File: config.mk
export PLATFORM = sky130hd
export DESIGN_NAME = apb_bridge_top
export DESIGN_NICKNAME = d
export VERILOG_FILES = /design/src/source/apb_bridge_pkg.sv /design/src/source/apb_if.sv /design/src/source/apb_bridge_top.sv /design/src/source/apb_reg_slave.sv /design/src/source/access_timeout_timer.sv /design/src/source/apb_master_fsm.sv
export SDC_FILE = /design/constraint.sdc
export NUM_CORES = 1
export LEC_CHECK = 0
export ABC_CLOCK_PERIOD_IN_PS = 2950
export BUFFER_PORTS_ARGS = -buffer_cell sky130_fd_sc_hd__buf_4
export CAP_MARGIN = 10
export CORE_MARGIN = 5
export CORE_UTILIZATION = 25
export CTS_BUF_LIST = sky130_fd_sc_hd__clkbuf_2 sky130_fd_sc_hd__clkbuf_4 sky130_fd_sc_hd__clkbuf_8
export DETAILED_ROUTE_END_ITERATION = 10
export SLEW_MARGIN = 40
export SYNTH_ARGS = -nofsm -noshare
export SYNTH_HDL_FRONTEND = slang
export SYNTH_SLANG_ARGS = --single-unit
File: constraint.sdc
create_clock -name clk -period 2.95 [get_ports clk]
set_input_delay 0.295 -clock clk [delete_from_list [all_inputs] [get_ports clk]]
set_output_delay 0.295 -clock clk [all_outputs]
set_load 0.05 [all_outputs]
File: src/source/apb_bridge_pkg.sv
package apb_bridge_pkg;

    // Bus widths
    localparam int ADDR_W      = 32;
    localparam int DATA_W      = 32;

    // Register index field inside the byte address
    localparam int REG_IDX_W   = 3;
    localparam int REG_IDX_LSB = 2;

    localparam int WAIT_W      = 3;  // Wait-state field width
    localparam int TMO_W       = 3;  // Access-phase counter width

    typedef logic [ADDR_W-1:0]    addr_t;
    typedef logic [DATA_W-1:0]    data_t;
    typedef logic [REG_IDX_W-1:0] reg_idx_t;
    typedef logic [WAIT_W-1:0]    wait_cnt_t;
    typedef logic [TMO_W-1:0]     tmo_cnt_t;

    typedef enum logic [1:0] {
        IDLE,
        SETUP,
        ACCESS,
        RESP
    } master_state_t;

    // Register map
    localparam int       NUM_REGS        = 8;
    localparam reg_idx_t WAIT_REG_IDX    = 3'd7;
    localparam addr_t    REG_SPACE_BYTES = 32'd32;

    // Access cycles without pready before the bridge gives up
    localparam tmo_cnt_t ACCESS_TIMEOUT  = 3'd5;

endpackage
File: src/source/apb_if.sv
`timescale 1ns/1ps

interface apb_if;

    logic                  psel;
    logic                  penable;
    logic                  pwrite;
    apb_bridge_pkg::addr_t paddr;
    apb_bridge_pkg::data_t pwdata;
    apb_bridge_pkg::data_t prdata;
    logic                  pready;
    logic                  pslverr;

    modport master (
        output psel, penable, pwrite, paddr, pwdata,
        input  prdata, pready, pslverr
    );

    modport slave (
        input  psel, penable, pwrite, paddr, pwdata,
        output prdata, pready, pslverr
    );

endinterface

File: src/source/apb_bridge_top.sv
`timescale 1ns/1ps

module apb_bridge_top (
    input  logic                  clk,
    input  logic                  rst_n,

    // Wishbone classic slave port
    input  logic                  wb_cyc,
    input  logic                  wb_stb,
    input  logic                  wb_we,
    input  apb_bridge_pkg::addr_t wb_adr,
    input  apb_bridge_pkg::data_t wb_dat_w,
    output apb_bridge_pkg::data_t wb_dat_r,
    output logic                  wb_ack,
    output logic                  wb_err
);

    logic run;
    logic expired;

    apb_if u_apb_if ();

    apb_master_fsm u_fsm (
        .clk      (clk),
        .rst_n    (rst_n),
        .wb_cyc   (wb_cyc),
        .wb_stb   (wb_stb),
        .wb_we    (wb_we),
        .wb_adr   (wb_adr),
        .wb_dat_w (wb_dat_w),
        .wb_dat_r (wb_dat_r),
        .wb_ack   (wb_ack),
        .wb_err   (wb_err),
        .expired  (expired),
        .run      (run),
        .apb      (u_apb_if)
    );

    access_timeout_timer u_timer (
        .clk     (clk),
        .rst_n   (rst_n),
        .run     (run),
        .expired (expired)
    );

    apb_reg_slave u_slave (
        .clk   (clk),
        .rst_n (rst_n),
        .apb   (u_apb_if)
    );

endmodule

File: src/source/apb_reg_slave.sv
`timescale 1ns/1ps

module apb_reg_slave (
    input  logic clk,
    input  logic rst_n,
    apb_if.slave apb
);

    apb_bridge_pkg::data_t     regs [apb_bridge_pkg::NUM_REGS];
    apb_bridge_pkg::reg_idx_t  idx;
    apb_bridge_pkg::wait_cnt_t stall;
    apb_bridge_pkg::wait_cnt_t wait_val;
    apb_bridge_pkg::wait_cnt_t load_val;

    logic mapped;
    logic setup_ph;
    logic access_ph;
    logic wr_en;

    // Bits 1:0 play no part in the decode
    assign idx    = apb.paddr[apb_bridge_pkg::REG_IDX_LSB +: apb_bridge_pkg::REG_IDX_W];
    assign mapped = (apb.paddr < apb_bridge_pkg::REG_SPACE_BYTES);

    assign setup_ph  = apb.psel && !apb.penable;
    assign access_ph = apb.psel && apb.penable;

    assign wait_val = regs[apb_bridge_pkg::WAIT_REG_IDX][apb_bridge_pkg::WAIT_W-1:0];

    // Wait register and unmapped space never stall
    always_comb begin
        if (!mapped || idx == apb_bridge_pkg::WAIT_REG_IDX) begin
            load_val = '0;
        end else begin
            load_val = wait_val;
        end
    end

    always_ff @(posedge clk or negedge rst_n) begin
        if (!rst_n) begin
            stall <= '0;
        end else if (setup_ph) begin
            stall <= load_val;         // Armed for the coming access phase
        end else if (access_ph && stall != '0) begin
            stall <= stall - 1'b1;
        end
    end

    assign apb.pready  = access_ph && (stall == '0);
    assign apb.pslverr = apb.pready && !mapped;
    assign apb.prdata  = mapped ? regs[idx] : '0;

    assign wr_en = apb.pready && apb.pwrite && mapped;

    always_ff @(posedge clk or negedge rst_n) begin
        if (!rst_n) begin
            for (int i = 0; i < apb_bridge_pkg::NUM_REGS; i++) begin
                regs[i] <= '0;
            end
        end else if (wr_en) begin
            regs[idx] <= apb.pwdata;
        end
    end

endmodule

File: src/source/access_timeout_timer.sv
`timescale 1ns/1ps

module access_timeout_timer (
    input  logic clk,
    input  logic rst_n,
    input  logic run,      // High while the bridge sits in the access phase
    output logic expired
);

    apb_bridge_pkg::tmo_cnt_t count;

    // Saturates at the limit so expired stays up until run drops
    always_ff @(posedge clk or negedge rst_n) begin
        if (!rst_n) begin
            count <= '0;
        end else if (!run) begin
            count <= '0;
        end else if (count != apb_bridge_pkg::ACCESS_TIMEOUT) begin
            count <= count + 1'b1;
        end
    end

    assign expired = (count == apb_bridge_pkg::ACCESS_TIMEOUT);

endmodule

File: src/source/apb_master_fsm.sv
`timescale 1ns/1ps

module apb_master_fsm (
    input  logic                  clk,
    input  logic                  rst_n,

    // Wishbone classic slave side
    input  logic                  wb_cyc,
    input  logic                  wb_stb,
    input  logic                  wb_we,
    input  apb_bridge_pkg::addr_t wb_adr,
    input  apb_bridge_pkg::data_t wb_dat_w,
    output apb_bridge_pkg::data_t wb_dat_r,
    output logic                  wb_ack,
    output logic                  wb_err,

    // Timeout timer link
    input  logic                  expired,
    output logic                  run,

    apb_if.master                 apb
);

    apb_bridge_pkg::master_state_t state;

    logic                  req;
    logic                  abort;
    logic                  psel_q;
    logic                  penable_q;
    logic                  err_q;     // Response flag for the cycle in RESP
    logic                  pwrite_q;
    apb_bridge_pkg::addr_t paddr_q;
    apb_bridge_pkg::data_t pwdata_q;
    apb_bridge_pkg::data_t rdata_q;

    assign req   = wb_cyc && wb_stb;
    assign abort = (state == apb_bridge_pkg::ACCESS) && expired;

    // Expiry pulls psel down in the same cycle so a late pready cannot commit
    assign apb.psel    = psel_q && !abort;
    assign apb.penable = penable_q && !abort;
    assign apb.pwrite  = pwrite_q;
    assign apb.paddr   = paddr_q;
    assign apb.pwdata  = pwdata_q;

    assign run      = (state == apb_bridge_pkg::ACCESS);
    assign wb_ack   = (state == apb_bridge_pkg::RESP) && !err_q;
    assign wb_err   = (state == apb_bridge_pkg::RESP) && err_q;
    assign wb_dat_r = rdata_q;

    always_ff @(posedge clk or negedge rst_n) begin
        if (!rst_n) begin
            state     <= apb_bridge_pkg::IDLE;
            psel_q    <= 1'b0;
            penable_q <= 1'b0;
            err_q     <= 1'b0;
        end else begin
            case (state)
                apb_bridge_pkg::IDLE: begin
                    if (req) begin
                        psel_q    <= 1'b1;
                        penable_q <= 1'b0;
                        err_q     <= 1'b0;
                        state     <= apb_bridge_pkg::SETUP;
                    end
                end
                apb_bridge_pkg::SETUP: begin
                    penable_q <= 1'b1;
                    state     <= apb_bridge_pkg::ACCESS;
                end
                apb_bridge_pkg::ACCESS: begin
                    if (expired) begin
                        // Transfer dropped and the host gets an error
                        psel_q    <= 1'b0;
                        penable_q <= 1'b0;
                        err_q     <= 1'b1;
                        state     <= apb_bridge_pkg::RESP;
                    end else if (apb.pready) begin
                        psel_q    <= 1'b0;
                        penable_q <= 1'b0;
                        err_q     <= apb.pslverr;
                        state     <= apb_bridge_pkg::RESP;
                    end
                end
                apb_bridge_pkg::RESP: begin
                    state <= apb_bridge_pkg::IDLE;
                end
                default: begin
                    state <= apb_bridge_pkg::IDLE;
                end
            endcase
        end
    end

    // Request payload held stable from setup to the end of the transfer
    always_ff @(posedge clk) begin
        if (state == apb_bridge_pkg::IDLE && req) begin
            paddr_q  <= wb_adr;
            pwrite_q <= wb_we;
            pwdata_q <= wb_dat_w;
        end
    end

    // Read data captured on the completing access cycle
    always_ff @(posedge clk) begin
        if (state == apb_bridge_pkg::ACCESS && !expired && apb.pready) begin
            rdata_q <= apb.prdata;
        end
    end

endmodule

# [Word level (Yosys, flattened, before mapping)]
# Index checks and enable logic that the tools add are counted.
[op_classes] addsub=2 order_cmp=3 bitwise=1 eq_ne=9 n_reduce_logical=32 n_mux=24
[ops] cell="bitwise mux 256 bit" n=1
[ops] cell="binary-select mux 32 bit (select 3 bit)" n=1
[ops] cell="demux 32 bit (select 3 bit)" n=1
[ops] cell="two-way mux 32 bit" n=3
[ops] cell="less-than comparator 32 x 6 -> 1 bit, second input constant" n=1
[ops] cell="logical AND 1 bit" n=17
[ops] cell="two-way mux 3 bit" n=5
[ops] cell="one-hot mux 2 bit (4 select lines)" n=1
[ops] cell="== test 3 bit, second input constant" n=2
[ops] cell="two-way mux 1 bit" n=6
[ops] cell="two-way mux 2 bit" n=3
[ops] cell="!= test 3 bit, second input constant" n=2
[ops] cell="AND reduction 3 bit" n=2
[ops] cell="nonzero test 3 bit" n=2
[ops] cell="logical NOT 1 bit" n=5
[ops] cell="== test 2 bit, second input constant" n=2
[ops] cell=">= comparator 4 bit, second input constant" n=1
[ops] cell="less-than comparator 4 x 1 -> 1 bit, second input constant" n=1
[ops] cell="inverter 3 -> 4 bit" n=1
[ops] cell="one-hot mux 1 bit (2 select lines)" n=2
[ops] cell="nonzero test 2 bit" n=2
[ops] cell="adder 3 x 1 -> 3 bit, second input constant" n=1
[ops] cell="logical NOT 3 bit" n=1
[ops] cell="one-hot mux 1 bit (3 select lines)" n=1
[ops] cell="7 further kinds" n=7
[word_totals] regBits=364 out_inout_bits=34

# [Depth between registers and ports, before layout]
[depth] word_depth=10 depth_mapped=7 mapped_depth_nobuf=6

# [Cells and area by module]
# A second synthesis with hierarchy kept.
[hier_totals] hier_cells=932 area_unflattened_um2=14776.7
[by_module_without_submodules] module="apb_reg_slave" area_per_inst_um2=11339.6 seq_area_each_um2=6481.2 cells_each=788 instances=1
[by_module_without_submodules] module="apb_master_fsm" area_per_inst_um2=3266.9 seq_area_each_um2=3037.9 cells_each=128 instances=1
[by_module_without_submodules] module="access_timeout_timer" area_per_inst_um2=170.2 seq_area_each_um2=75.1 cells_each=16 instances=1

# [Worst setup path after synthesis]
# Ideal clock, no wire load.
[synth_path] path_type="reg2reg" from="reg u_fsm.state[0]" to="reg u_fsm.err_q" arrival_ns=2.775 path_stages_with_launch=7 setup_slack_ns=0.092 t_required_ns=2.867 path_cell_list="dfrtp_1 inv_1 ha_1 and3_1 a2bb2oi_1 nor2_1 a31oi_1"
[synth_between] elab_chain_len=10
[synth_lines] item="from (decl)" line_no="apb_master_fsm.sv:24" source="apb_bridge_pkg::master_state_t state;"
[synth_lines] item="from (signal assigned)" line_no="apb_master_fsm.sv:53" source="state <= apb_bridge_pkg::IDLE;"
[synth_lines] item="from (signal assigned)" line_no="apb_master_fsm.sv:64" source="state <= apb_bridge_pkg::SETUP;"
[synth_lines] item="from (signal assigned)" line_no="apb_master_fsm.sv:69" source="state <= apb_bridge_pkg::ACCESS;"
[synth_lines] item="== test 2 bit" line_no="apb_master_fsm.sv:37, apb_master_fsm.sv:58"
[synth_lines] item="logical AND 1 bit" line_no="apb_master_fsm.sv:37" source="assign abort = (state == apb_bridge_pkg::ACCESS) && expired;"
[synth_lines] item="logical NOT 1 bit" line_no="apb_master_fsm.sv:40, apb_master_fsm.sv:41"
[synth_lines] item="logical AND 1 bit (on tied branches)" line_no="apb_master_fsm.sv:40, apb_master_fsm.sv:41"
[synth_lines] item="logical AND 1 bit" line_no="apb_reg_slave.sv:25" source="assign access_ph = apb.psel && apb.penable;"
[synth_lines] item="logical AND 1 bit" line_no="apb_reg_slave.sv:48" source="assign apb.pready = access_ph && (stall == '0);"
[synth_lines] item="logical AND 1 bit" line_no="apb_reg_slave.sv:49" source="assign apb.pslverr = apb.pready && !mapped;"
[synth_lines] item="two-way mux 1 bit" line_no="apb_master_fsm.sv:78" source="end else if (apb.pready) begin"
[synth_lines] item="two-way mux 1 bit" line_no="apb_master_fsm.sv:72" source="if (expired) begin"
[synth_lines] item="one-hot mux 1 bit (2 select lines)" line_no="apb_master_fsm.sv:58" source="case (state)"
[synth_lines] item="to (signal assigned)" line_no="apb_master_fsm.sv:81" source="err_q <= apb.pslverr;"
[synth_lines] item="to (decl)" line_no="apb_master_fsm.sv:30" source="logic err_q;"
# Parallel ways exist; a longest one is shown, timed or not. The select of a mux whose other input is x is not followed.
# A chain may end at the register's enable or synchronous reset.

# [Final worst setup path]
[layout_path] from="reg u_fsm.state[0]" to="reg u_slave.regs[177] (netlist bit)"
[layout_between] elab_chain_len=8
[layout_lines] item="== test 2 bit (*)" line_no="apb_master_fsm.sv:37"
[layout_lines] item="logical AND 1 bit (*)" line_no="apb_master_fsm.sv:37"
[layout_lines] item="logical NOT 1 bit (*)" line_no="apb_master_fsm.sv:40, apb_master_fsm.sv:41"
[layout_lines] item="logical AND 1 bit (on tied branches)" line_no="apb_master_fsm.sv:40, apb_master_fsm.sv:41"
[layout_lines] item="logical AND 1 bit (*)" line_no="apb_reg_slave.sv:25"
[layout_lines] item="logical AND 1 bit (*)" line_no="apb_reg_slave.sv:48"
[layout_lines] item="logical AND 1 bit (*) (2 in a row)" line_no="apb_reg_slave.sv:52" source="assign wr_en = apb.pready && apb.pwrite && mapped;"
[layout_lines] item="to (signal, indexed assignment)" line_no="apb_reg_slave.sv:60" source="regs[idx] <= apb.pwdata;"
[layout_lines] item="to (decl)" line_no="apb_reg_slave.sv:9" source="apb_bridge_pkg::data_t regs [apb_bridge_pkg::NUM_REGS];"
# Mark *: on every way between the ends. The rest lies on a longest branch, timed or not.

==> results.md <==
* Syn-to-layout area delta at 26.11%
* Initial antenna violation count at 1
* EDFF count, synth at 95
* Startpoint type of the worst setup path: flop
* CP Class: flop to flop
* Final Hold Fails at 0
* Peak supply drop at 0.3576 mV
* Total CTS buffers at 61
* Setup repair bufs after CTS at 0
* Initial DRC count at 404
* Max incr delay on CP at 0.43 ns
* Net Count, Synth at 1003
* Top cells by area, synth: dfrtp_1, edfxtp_1, mux2_1
* Filler cells at 5783
* CTS clock-pin slew for the worst setup and hold paths at 0.06 ns
* Setup TNS at 0 ns
* Share of the synthesized area in the top cell type at 0.4507
* Chip Height at 253.5 um
* Status: finished, final reports clean
* WP data arrival at 3.04 ns
* Setup Skew at 0.04819 ns
* Async SR Flop Fraction at 0.7376
* FMAX at 398.8 MHz
* Drt first pass iters at 5
* CP Data Required Time at 3.48 ns
* Final Net Count at 1212
* Die X-Extent at 253.5 um
* Largest net degree at the start of global routing at 78
* Comb power frac at 0.086
* Via count at 8950
* TritonCTS Sinks at 362
* Post-Syn Area at 14820 um2
* Die Area at 64270 um2
* Cell-internal power at 8526 uW
* Most common cell after layout, fill and taps aside: dfrtp_1
* CTS tree: done
* Row cnt at 89
* RSZ-0062 raised after global routing: no
* Core Area at 58910 um2
* First-pass GRT wire length at 58.59 mm
* Synth Instances at 925
* DRC at 0
* Slew Limit Fails at 0
* Clock buffer depth at 3
* H-tree depth at 2
* Top_reg_cell synth: dfrtp_1
* Share of post-route cells with drive strength above 1 at 0.2456
* Netlist cell types at 46
* Fin crit share at 0.8500
* Grt ovf at 0
* Via density at 4.571
* Share of power burned in registers at 0.488
* Switching share of power at 0.2512
* Cells along the critical path: inv_1 -> ha_1 -> nand3_1 -> nand4_4 -> nor4b_4 -> buf_12 -> mux2_1
* Post-layout util at 0.3174
* Maxcap violations at 0
* Skew-Pair Late Insertion Delay at 0.66 ns
* Post-DP HPWL at 21.95 mm
* Routed Wire Length at 37.47 mm
* LEAKAGE at 0.008564 uW
* Slowest CP cell: dfrtp_1
* Yosys top cell by area: dfrtp_1
* Vias in the first global route at 9813
* Initial core utilization at 0.2517
* Setup Viol. Count Final at 0
* Setup crit end kind: flop
* Post-synthesis sequential area ratio at 0.6431
* Min Tclk post-route at 2.507 ns
* Crit-path max FO at 31
* Gpl congestion at 0.7205
* Total GRT Usage at 0.1172
* PortBufs at 100
* # IOs at 103
* Hold Crit Class: input pin to async pin
* N_diodes at 0
* Post-synthesis sequential element count at 362
* Post-route ant nets at 0
* Avg Inst Size Synth at 16.03 um2
* Crit path buffers/inverters at 2
* Worst-margin pin slew at 0.6027 ns
* Relative slew slack at 0.5982
* Commonest cells after routing, fill and taps aside: dfrtp_1, mux2_1, buf_4
* CP delay by family, top: simple AND/OR/NAND/NOR gates
* Mean routed wirelength per cell at 19.14 um
* Synth warn at 0
* Switching pwr at 2861 uW
* Clk network pwr share at 0.427
* Pwr Density at 609.1 nW/um2
* Root Driver: clkbuf_8
state kept, by name, indices dropped and copies added (netlist names):
register          flops
u_fsm.apb.paddr      30
u_fsm.apb.pwdata     32
u_fsm.apb.pwrite      1
u_fsm.err_q           1
u_fsm.penable_q       1
u_fsm.psel_q          1
u_fsm.state           2
u_fsm.wb_dat_r       32
u_slave.regs        256
u_slave.stall         3
u_timer.count         3
per-layer routing:
| layer | up-vias | share of wire | global-route usage |
|---|---|---|---|
| met5 | - | 0.00019 | 0 |
| li1 | 4006 | - | - |
| met4 | 2 | 0.023 | 0.03471 |
| met3 | 63 | 0.049 | 0.02712 |
| met1 | 4695 | 0.44 | 0.1506 |
| met2 | 184 | 0.49 | 0.1983 |
kinds of logic (layout without fill, tap and decap cells):
group	count (synthesis)	after routing	synth area share
DFF	362	362	0.6431
muxes	259	259	0.1966
AOI/OAI and AO/OA	177	177	0.09166
buffers and inverters	65	325	0.02490
and+or+nand+nor	52	52	0.03553
adders and majority gates	9	9	0.007596
xor gates and xnor gates	1	1	0.0005909
per-stage QoR:
step / hold WS, ns / setup WS, ns / total power (uW) / instances / area [um2]
2_1_floorplan: -0.0005911 / 0.09217 / 6084 / 925 / 14820
3_3_place_gp: 0.3077 / 0.4420 / 6544 / 1780 / 16690
3_5_place_dp: 0.3192 / 0.3984 / 6570 / 1780 / 16690
4_1_cts: 0.1452 / 0.4203 / 11610 / 1958 / 18700
5_1_grt: 0.1684 / 0.2872 / 11930 / 1958 / 18700
6_report: 0.2299 / 0.4426 / 11390 / 1958 / 18700
cell type report:
cell class              count  area, um2  share of cell area
inverters                  10      37.54            0.002008
well taps                 773      967.2             0.05173
multi-input cells         498       4952              0.2649
repair buffers            201       1839             0.09838
clock inverters            14      138.9            0.007429
flip-flops and latches    362       9534              0.5100
clock buffers             100       1226             0.06559
power groups by stage:
stage          combinational [uW]  clock, uW  sequential (uW)
2_1_floorplan                 458          0             5630
3_3_place_gp                  911          0             5630
3_5_place_dp                  924          0             5650
4_1_cts                       998       5060             5550
5_1_grt                      1070       5280             5580
6_report                      974       4860             5550
cell usage after synthesis, drive strengths merged, types with 2 or more instances:
cell    number
and2         2
o41ai        2
clkbuf      29
nand3        4
a221oi      32
ha           9
mux2i        2
nor4         7
dfrtp      267
buf         26
nor4b        7
a21oi        2
nor3b        3
a31oi       34
a22oi       65
nand2        6
mux2       257
edfxtp      95
and3         2
nand4        2
nor2b        4
and3b        2
o21ai        3
inv         10
nor2         5
nor3         2
a22o        33
repair_timing:
action	4_1_cts	5_1_grt
endpoints found under the setup margin	0	0
hold endpoints to repair	136	0
resized for setup	0	0
hold buffers	64	0
worst paths after layout:
path                            slack (ns)                 to              start  cells after the start
worst min register to register        0.48  u_slave.regs[170]  u_slave.regs[170]                      1
min in group clk                      0.23     u_fsm.state[0]             wb_stb                      4
worst max register to register        0.44  u_slave.regs[177]     u_fsm.state[0]                      7
worst max-delay path                  0.44  u_slave.regs[177]     u_fsm.state[0]                      7
worst min-delay path                  0.23  u_slave.regs[178]              rst_n                      2
max in group asynchronous             1.86       u_fsm.psel_q              rst_n                      3
No activity file was read; power rests on OpenSTA's default activity.
